File: src/logic/hazard_cfg.svh
`ifndef HAZARD_CFG_SVH
`define HAZARD_CFG_SVH

// architectural register index, x0..x31
`define HAZARD_REG_ADDR_W 5
// full RV32I instruction word
`define HAZARD_INSTR_W 32
// major opcode field in bits 6:0
`define HAZARD_OPCODE_W 7
// shadow stages kept behind ID: EX, MEM, WB
`define HAZARD_TRACK_DEPTH 3

`endif
File: src/logic/rv_isa_pkg.sv
`include "hazard_cfg.svh"

package rv_isa_pkg;

    // raw word as fetched into ID
    typedef logic [`HAZARD_INSTR_W-1:0] instr_t;

    // rs1, rs2 and rd all share this width
    typedef logic [`HAZARD_REG_ADDR_W-1:0] reg_idx_t;

    // major opcode, low seven bits of the word
    typedef logic [`HAZARD_OPCODE_W-1:0] opcode_t;

    // loads, rd <- mem[rs1 + imm]
    localparam opcode_t op_load = 7'b0000011;
    // stores read both rs1 (address) and rs2 (data)
    localparam opcode_t op_store = 7'b0100011;
    // register-register ALU
    localparam opcode_t op_op = 7'b0110011;
    // register-immediate ALU
    localparam opcode_t op_op_imm = 7'b0010011;
    // upper immediate forms read no register
    localparam opcode_t op_lui = 7'b0110111;
    localparam opcode_t op_auipc = 7'b0010111;
    // jal links into rd, reads nothing
    localparam opcode_t op_jal = 7'b1101111;
    // jalr links into rd and reads rs1 for the target
    localparam opcode_t op_jalr = 7'b1100111;
    // branches compare rs1 and rs2, no write
    localparam opcode_t op_branch = 7'b1100011;

endpackage

File: src/logic/hazard_pkg.sv
package hazard_pkg;

    // decoded view of one instruction as it moves down the pipe
    typedef struct packed {
        rv_isa_pkg::opcode_t  opcode;
        rv_isa_pkg::reg_idx_t rs1;
        rv_isa_pkg::reg_idx_t rs2;
        rv_isa_pkg::reg_idx_t rd;
        // low when the instruction writes rd (never for x0)
        logic                 wr_reg_n;
        logic                 uses_rs1;
        logic                 uses_rs2;
    } stage_rec_t;

    // empty slot, writes nothing and reads nothing
    localparam stage_rec_t bubble_rec = '{
        opcode:   '0,
        rs1:      '0,
        rs2:      '0,
        rd:       '0,
        wr_reg_n: 1'b1,
        uses_rs1: 1'b0,
        uses_rs2: 1'b0
    };

    // operand source for the instruction in EX
    typedef enum logic [1:0] {
        fwd_none     = 2'b00,
        fwd_mem      = 2'b01,
        fwd_wb       = 2'b10,
        fwd_mem_load = 2'b11
    } fwd_sel_t;

    typedef struct packed {
        fwd_sel_t rs1_sel;
        fwd_sel_t rs2_sel;
    } fwd_pair_t;

endpackage

File: src/logic/hazard_unit_top.sv
`timescale 1ns/100ps

module hazard_unit_top (
    input  logic                  clk,
    input  logic                  arst_n,
    // word held in ID, must stay put while stall is high
    input  rv_isa_pkg::instr_t    instr_id,
    input  logic                  instr_valid,
    output logic                  stall,
    // selects for the word now in EX
    output hazard_pkg::fwd_pair_t fwd
);

    hazard_pkg::stage_rec_t id_rec;
    hazard_pkg::stage_rec_t ex_rec;
    hazard_pkg::stage_rec_t mem_rec;
    hazard_pkg::stage_rec_t wb_rec;

    instr_field_decoder i_instr_field_decoder (
        .instr (instr_id),
        .valid (instr_valid),
        .rec   (id_rec)
    );

    // load-use check against the record one stage ahead
    stall_detector i_stall_detector (
        .id_rec (id_rec),
        .ex_rec (ex_rec),
        .stall  (stall)
    );

    stage_tracker i_stage_tracker (
        .clk     (clk),
        .arst_n  (arst_n),
        .id_rec  (id_rec),
        .stall   (stall),
        .ex_rec  (ex_rec),
        .mem_rec (mem_rec),
        .wb_rec  (wb_rec)
    );

    forward_select i_forward_select (
        .clk     (clk),
        .arst_n  (arst_n),
        .ex_rec  (ex_rec),
        .mem_rec (mem_rec),
        .wb_rec  (wb_rec),
        .fwd     (fwd)
    );

endmodule

File: src/logic/forward_select.sv
`timescale 1ns/100ps

module forward_select (
    // only for the checks below
    input  logic                   clk,
    input  logic                   arst_n,
    input  hazard_pkg::stage_rec_t ex_rec,
    input  hazard_pkg::stage_rec_t mem_rec,
    input  hazard_pkg::stage_rec_t wb_rec,
    output hazard_pkg::fwd_pair_t  fwd
);

    logic mem_is_load;
    logic ex_is_store;

    assign mem_is_load = (mem_rec.opcode == rv_isa_pkg::op_load);
    assign ex_is_store = (ex_rec.opcode == rv_isa_pkg::op_store);

    // one operand, youngest producer wins
    function automatic hazard_pkg::fwd_sel_t pick_src(
        input logic                   used,
        input rv_isa_pkg::reg_idx_t   idx,
        input logic                   store_data,
        input hazard_pkg::stage_rec_t mem,
        input logic                   mem_load,
        input hazard_pkg::stage_rec_t wb
    );
        hazard_pkg::fwd_sel_t sel;
        sel = hazard_pkg::fwd_none;
        if (!used) begin
            sel = hazard_pkg::fwd_none;
        end else if (store_data && mem_load && !mem.wr_reg_n && (mem.rd == idx)) begin
            // store data is needed only at the memory stage, load data is ready by then
            sel = hazard_pkg::fwd_mem_load;
        end else if (!mem_load && !mem.wr_reg_n && (mem.rd == idx)) begin
            sel = hazard_pkg::fwd_mem;
        end else if (!wb.wr_reg_n && (wb.rd == idx)) begin
            sel = hazard_pkg::fwd_wb;
        end
        return sel;
    endfunction

    // rs1 is an address or ALU input, never store data
    assign fwd.rs1_sel = pick_src(ex_rec.uses_rs1, ex_rec.rs1, 1'b0,
                                  mem_rec, mem_is_load, wb_rec);
    assign fwd.rs2_sel = pick_src(ex_rec.uses_rs2, ex_rec.rs2, ex_is_store,
                                  mem_rec, mem_is_load, wb_rec);

    a_rs1_no_load_fwd: assert property (
        @(posedge clk) disable iff (!arst_n)
            fwd.rs1_sel != hazard_pkg::fwd_mem_load
    ) else $error("rs1 selected the load path from MEM");

    // holds only if the stall detector kept every other load consumer back a cycle
    a_load_use_covered: assert property (
        @(posedge clk) disable iff (!arst_n)
            !(mem_is_load && !mem_rec.wr_reg_n && !ex_is_store
              && ((ex_rec.uses_rs1 && (ex_rec.rs1 == mem_rec.rd))
                  || (ex_rec.uses_rs2 && (ex_rec.rs2 == mem_rec.rd))))
    ) else $error("load result needed in EX while the load is still in MEM");

endmodule

File: src/logic/stage_tracker.sv
`timescale 1ns/100ps
`include "hazard_cfg.svh"

module stage_tracker (
    input  logic                   clk,
    input  logic                   arst_n,
    input  hazard_pkg::stage_rec_t id_rec,
    input  logic                   stall,
    output hazard_pkg::stage_rec_t ex_rec,
    output hazard_pkg::stage_rec_t mem_rec,
    output hazard_pkg::stage_rec_t wb_rec
);

    // index 0 is EX, then MEM, then WB
    hazard_pkg::stage_rec_t rec_q [`HAZARD_TRACK_DEPTH];

    always_ff @(posedge clk or negedge arst_n) begin
        if (!arst_n) begin
            // empty pipe so nothing can stall or forward
            for (int i = 0; i < `HAZARD_TRACK_DEPTH; i++) begin
                rec_q[i] <= hazard_pkg::bubble_rec;
            end
        end else begin
            // ID holds its word during a stall, so EX gets an empty slot
            if (stall) begin
                rec_q[0] <= hazard_pkg::bubble_rec;
            end else begin
                rec_q[0] <= id_rec;
            end
            // older stages always advance
            for (int i = 1; i < `HAZARD_TRACK_DEPTH; i++) begin
                rec_q[i] <= rec_q[i-1];
            end
        end
    end

    assign ex_rec  = rec_q[0];
    assign mem_rec = rec_q[1];
    assign wb_rec  = rec_q[2];

    // the stalled slot must never carry a write into the later stages
    property p_bubble_after_stall;
        @(posedge clk) disable iff (!arst_n)
            stall |=> ex_rec.wr_reg_n;
    endproperty

    a_bubble_after_stall: assert property (p_bubble_after_stall)
        else $error("EX holds a writing record in the cycle after a stall");

    // the bubble behind a load never stalls, so a stall lasts exactly one cycle
    property p_single_stall;
        @(posedge clk) disable iff (!arst_n)
            stall |=> !stall;
    endproperty

    a_single_stall: assert property (p_single_stall)
        else $error("stall held high for more than one cycle");

endmodule

File: src/logic/stall_detector.sv
`timescale 1ns/100ps

module stall_detector (
    // instruction waiting in ID
    input  hazard_pkg::stage_rec_t id_rec,
    // instruction currently in EX
    input  hazard_pkg::stage_rec_t ex_rec,
    output logic                   stall
);

    logic is_load_in_ex;
    logic is_store_in_id;
    logic rs1_updated;
    logic rs2_updated;

    // load result only exists after MEM, one cycle too late for EX
    assign is_load_in_ex = (ex_rec.opcode == rv_isa_pkg::op_load) && !ex_rec.wr_reg_n;
    assign is_store_in_id = (id_rec.opcode == rv_isa_pkg::op_store);

    // use flags replace the x0 tests since the decoder never writes x0
    assign rs1_updated = id_rec.uses_rs1 && (id_rec.rs1 == ex_rec.rd);
    assign rs2_updated = id_rec.uses_rs2 && (id_rec.rs2 == ex_rec.rd);

    assign stall = stall_ctrl(is_load_in_ex, is_store_in_id, rs1_updated, rs2_updated);

    function automatic logic stall_ctrl(
        input logic load_in_ex,
        input logic store_in_id,
        input logic rs1_hit,
        input logic rs2_hit
    );
        logic result;
        result = 1'b0;
        if (!load_in_ex) begin
            // everything else is covered by the forwarding paths
            result = 1'b0;
        end else if (store_in_id) begin
            // store data (rs2) can be picked up from the load in MEM,
            // the address (rs1) cannot
            result = rs1_hit;
        end else begin
            result = rs1_hit || rs2_hit;
        end
        return result;
    endfunction

    // only a load into a real register may hold ID, x0 is filtered by the decoder
    always_comb begin
        assert final (!stall || ((ex_rec.opcode == rv_isa_pkg::op_load) && (ex_rec.rd != '0)))
            else $error("stall raised without a load to a nonzero register in EX");
    end

endmodule

File: src/logic/instr_field_decoder.sv
`timescale 1ns/100ps

module instr_field_decoder (
    input  rv_isa_pkg::instr_t      instr,
    input  logic                    valid,
    output hazard_pkg::stage_rec_t  rec
);

    rv_isa_pkg::opcode_t  opcode;
    rv_isa_pkg::reg_idx_t rd;
    logic                 writes_rd;
    logic                 uses_rs1;
    logic                 uses_rs2;

    // fixed RV32I field positions, identical for all formats that have them
    assign opcode = instr[6:0];
    assign rd     = instr[11:7];

    // operand use and write-back by opcode class
    always_comb begin
        writes_rd = 1'b0;
        uses_rs1  = 1'b0;
        uses_rs2  = 1'b0;
        case (opcode)
            rv_isa_pkg::op_load,
            rv_isa_pkg::op_op_imm,
            rv_isa_pkg::op_jalr: begin
                writes_rd = 1'b1;
                uses_rs1  = 1'b1;
            end
            rv_isa_pkg::op_op: begin
                writes_rd = 1'b1;
                uses_rs1  = 1'b1;
                uses_rs2  = 1'b1;
            end
            // store and branch read both sources and write nothing
            rv_isa_pkg::op_store,
            rv_isa_pkg::op_branch: begin
                uses_rs1 = 1'b1;
                uses_rs2 = 1'b1;
            end
            // immediate-only producers
            rv_isa_pkg::op_lui,
            rv_isa_pkg::op_auipc,
            rv_isa_pkg::op_jal: begin
                writes_rd = 1'b1;
            end
            // unknown opcodes are treated as harmless
            default: begin
                writes_rd = 1'b0;
            end
        endcase
    end

    always_comb begin
        rec = hazard_pkg::bubble_rec;
        if (valid) begin
            rec.opcode   = opcode;
            rec.rs1      = instr[19:15];
            rec.rs2      = instr[24:20];
            rec.rd       = rd;
            // a write to x0 is dropped here so no later stage has to test for it
            rec.wr_reg_n = !(writes_rd && (rd != '0));
            rec.uses_rs1 = uses_rs1;
            rec.uses_rs2 = uses_rs2;
        end
    end

endmodule

File: config.mk
export PLATFORM = sky130hd
export DESIGN_NAME = hazard_unit_top
export DESIGN_NICKNAME = d
export VERILOG_FILES = /design/src/logic/rv_isa_pkg.sv /design/src/logic/hazard_pkg.sv /design/src/logic/hazard_unit_top.sv /design/src/logic/forward_select.sv /design/src/logic/stage_tracker.sv /design/src/logic/stall_detector.sv /design/src/logic/instr_field_decoder.sv
export VERILOG_INCLUDE_DIRS = /design/src /design/src/logic
export SDC_FILE = /design/constraint.sdc
export NUM_CORES = 1
export LEC_CHECK = 0
export BUFFER_PORTS_ARGS = -buffer_cell sky130_fd_sc_hd__buf_2
export CAP_MARGIN = 20
export CORE_ASPECT_RATIO = 1.2
export CORE_UTILIZATION = 53
export DETAILED_ROUTE_END_ITERATION = 10
export PLACE_DENSITY = 0.89
export SKIP_CTS_REPAIR_TIMING = 1
export SYNTH_ARGS = -nofsm -noshare
export SYNTH_HDL_FRONTEND = slang
export SYNTH_SLANG_ARGS = --single-unit
File: constraint.sdc
create_clock -name clk -period 1.8 [get_ports clk]
set_input_delay 0.18 -clock clk [delete_from_list [all_inputs] [get_ports clk]]
set_output_delay 0.18 -clock clk [all_outputs]
set_load 0.01 [all_outputs]
==> key figures <==
Setup path
  – Crit-path cells: xnor2_2 > o311ai_2 > or4_4 > a21oi_2 > buf_2
  – CP Launch Type: register
  – Worst setup EP type: output pin
  – Top delay family on crit path: simple AND/OR/NAND/NOR gates
  – Worst EP arrival: 1.92 ns
  – Slowest-stage cell, CP: or4_4
  – Crit path capture: stall
  – Worst setup path startpoint: i_stage_tracker.ex_rec[3]
  – Crit-path max FO: 3
  – CP bufs+invs: 1
  – CP peak stage delay: 0.54 ns
  – Critical Path RT: 1.62 ns
  – WS Path Type: reg -> out
  – Worst r2r dst: i_stage_tracker.ex_rec[0]
  – R2r setup slk: -0.10 ns
  – R2R cell count: 5
  – Worst path depth: 5
  – FF-to-FF Start: i_stage_tracker.ex_rec[22]

Min path
  – Hold Crit Class: in -> reg

Layout
  – FF/Latch Area: 0.00111 mm^2
  – Final Net Count: 251
  – Layout cells sized above 1: 35.5%
  – Antenna Cells: 0
  – Cell area after layout: 0.00247 mm^2
  – Post-layout util: 72.8%
  – Layout area overhead: 28.1%
  – Footprint of the multi-input gates: 903 um^2
  – Number of fill cells in the layout: 236

Pwr
  – Power Dens Cells: 823 mW/mm^2
  – Final Power: 2.04 mW
  – IR drop worst, VDD: 0.000554 V
  – Pleak: 1.16 nW

Clock network
  – Clock-pin slew on the worst setup and hold paths: 0.08 ns
  – CTS tree: yes
  – Clk root buf: clkbuf_8
  – Later-pin clock latency in the skew report: 0.30 ns
  – Clock buffer depth: 2
  – H-tree depth: 2
  – TritonCTS sink count: 44
  – CTS Buf Count: 5

Yosys
  – Main synth FF type: dfrtp_1
  – Fraction of registers with async set/reset: 100%
  – Top cell type's share of synthesized area: 53.1%
  – Post-synthesis simple-gate area fraction: 20.5%
  – Synth Instances: 163
  – Synth top cells by count: dfrtp_1, and2_1, xnor2_1, xor2_1, nand2_1
  – Post-synthesis mux area share: 0%
  – XOR/XNOR Fraction of Synth Area: 12.2%
  – Post-synthesis sequential area ratio: 57.2%
  – Post-Synth Adder-Cell Area: 0%
  – Post-synth cell types: 38
  – Cell area after synthesis: 0.00193 mm^2
  – Number of enable flip-flop cells after synthesis: 0
  – Synth top area cells: dfrtp_1, and2_1, xnor2_1, xor2_1, dfstp_2
  – Top-count cell post-synth: dfrtp_1
  – Avg Inst Size Synth: 11.8 um^2
  – Synth Register Bits: 44
  – Largest family of logic cells by synthesized area: simple AND/OR/NAND/NOR gates
  – Largest area contributor in the netlist: dfrtp_1
  – Ys Warns: 0
  – Synthesized net count: 198
  – Complex-gate fraction of the synthesized area: 8.36%

Route
  – DRT iter0 DRCs: 56
  – DRT Pass-1 Iters: 7
  – Final WL: 4.00 mm
  – Post-route ant nets: 0
  – WL/cell: 15.7 um
  – Vias: 1415
  – DR vias/cell: 5.57
  – # DRC: 6

STA
  – Post-route clock period utilization: 117%
  – RSZ-0062 raised after global routing: yes
  – Final WS setup: -0.299 ns
  – Relative slew slack: 65.2%
  – Worst Max-Slew Pin Slew: 0.522 ns
  – Final setup viols: 27
  – Max-slew violations: 0
  – Post-route setup TNS: -2.27 ns
  – F_max: 476 MHz
  – Final Skew: 0.00751 ns
  – Min cycle time layout: 2.10 ns
  – Fin. Hold Viols: 0

Floorplanning
  – Die ar.: 0.00389 mm^2
  – Die X: 57.1 um
  – # IOs: 40
  – Die H: 68.1 um
  – Row count: 23
  – Core ar.: 0.00340 mm^2
  – Starting density of the core: 56.9%

Global route
  – Vias in the first global route: 1317
  – Largest net degree at the start of global routing: 45
  – First-pass GRT wire length: 5.69 mm
  – Gr usage total: 20.3%
  – Overflow after GRT: 0
  – Initial antenna violation count: 0

Outcome
  – Failing checks: DRC, setup timing
  – Status: finished with violations

Placed design
  – Place WS: -0.301 ns
  – PortBufs: 29
  – Placed Area: 0.00222 mm^2
  – Final RePlAce weighted congestion: 0.918
  – Post-DP HPWL: 2.73 mm

Run
  – Max Cap Viol: 0
==> where the power goes <==
part / total [mW] / internal (mW) / leakage, nW / switching [mW]
clock network: 0.721 / 0.411 / 0.0552 / 0.309
logic: 0.239 / 0.120 / 0.539 / 0.120
registers: 1.08 / 1.04 / 0.561 / 0.0395
total: 2.04 / 1.57 / 1.16 / 0.469
==> flip-flops by register name, indices dropped and copies added (netlist names) <==
name	count
i_stage_tracker.ex_rec	25
i_stage_tracker.wb_rec	6
i_stage_tracker.mem_rec	13
==> cells in the final DEF (no fill, tap or decap), drive strengths merged, types with 2 or more instances in the layout <==
cell | synthesis | layout
a21oi | 5 | 5
nand2 | 7 | 7
o21a | 2 | 2
clkbuf | 0 | 6
nor3 | 5 | 5
xnor2 | 14 | 14
nand3 | 3 | 3
xor2 | 13 | 13
inv | 4 | 4
nor4 | 4 | 4
o21ai | 2 | 2
nor2 | 6 | 6
or4 | 2 | 2
dfrtp | 41 | 41
and2 | 23 | 23
nand3b | 2 | 2
buf | 3 | 47
nand4 | 4 | 4
dfstp | 3 | 3
nand4b | 5 | 5
a221oi | 2 | 3
==> cell type report <==
type,count,share of cell area [%]
inverter,4,0.607
multi-input combinational,113,36.5
clock buffer,6,2.94
sequential,44,44.7
tap,37,1.87
timing repair buffer,48,11.9
clock inverter,2,1.42
==> per-layer routing <==
| layer | vias to the layer above | wire length [um] | global-route usage [%] |
|---|---|---|---|
| li1 | 678 | - | - |
| met1 | 668 | 1560 | 22.9 |
| met2 | 59 | 2100 | 36.6 |
| met3 | 10 | 243 | 5.67 |
| met4 | 0 | 93 | 8.54 |
| met5 | - | 0 | 0 |
==> worst register-to-register path, stage by stage, from the launching register on <==
cell	delay [ns]
dfrtp_1	0.39
nor4_2	0.35
nand4_1	0.25
nor2_1	0.39
a221oi_4	0.18
and2b_2	0.24
==> stage by stage <==
step,hold WS [ns],cells
floorplan,-0.116,163
global placement,0.277,242
detailed placement,0.276,242
CTS,-0.0434,250
global route,0.0978,254
finish,0.0945,254
==> logic make-up (layout without fill, tap and decap cells) <==
family / count (synthesis) / after routing
DFF: 44 / 44
xor gates and xnor gates: 27 / 27
AOI/OAI and AO/OA: 21 / 22
and+or+nand+nor: 64 / 64
buffers and inverters: 7 / 60
==> worst min path at each step <==
stage | cells past startpoint | startpoint | to | slack, ns
after floorplan | 0 | arst_n | i_stage_tracker.ex_rec[0] | -0.12
after global placement | 2 | arst_n | i_stage_tracker.mem_rec[23] | 0.28
after detailed placement | 2 | arst_n | i_stage_tracker.mem_rec[20] | 0.28
after global routing | 2 | instr_id[11] | i_stage_tracker.ex_rec[7] | 0.1
final | 2 | instr_id[11] | i_stage_tracker.ex_rec[7] | 0.09
after CTS | 2 | arst_n | i_stage_tracker.ex_rec[16] | -0.04
Note: power is estimated with default switching activity, not from simulation.
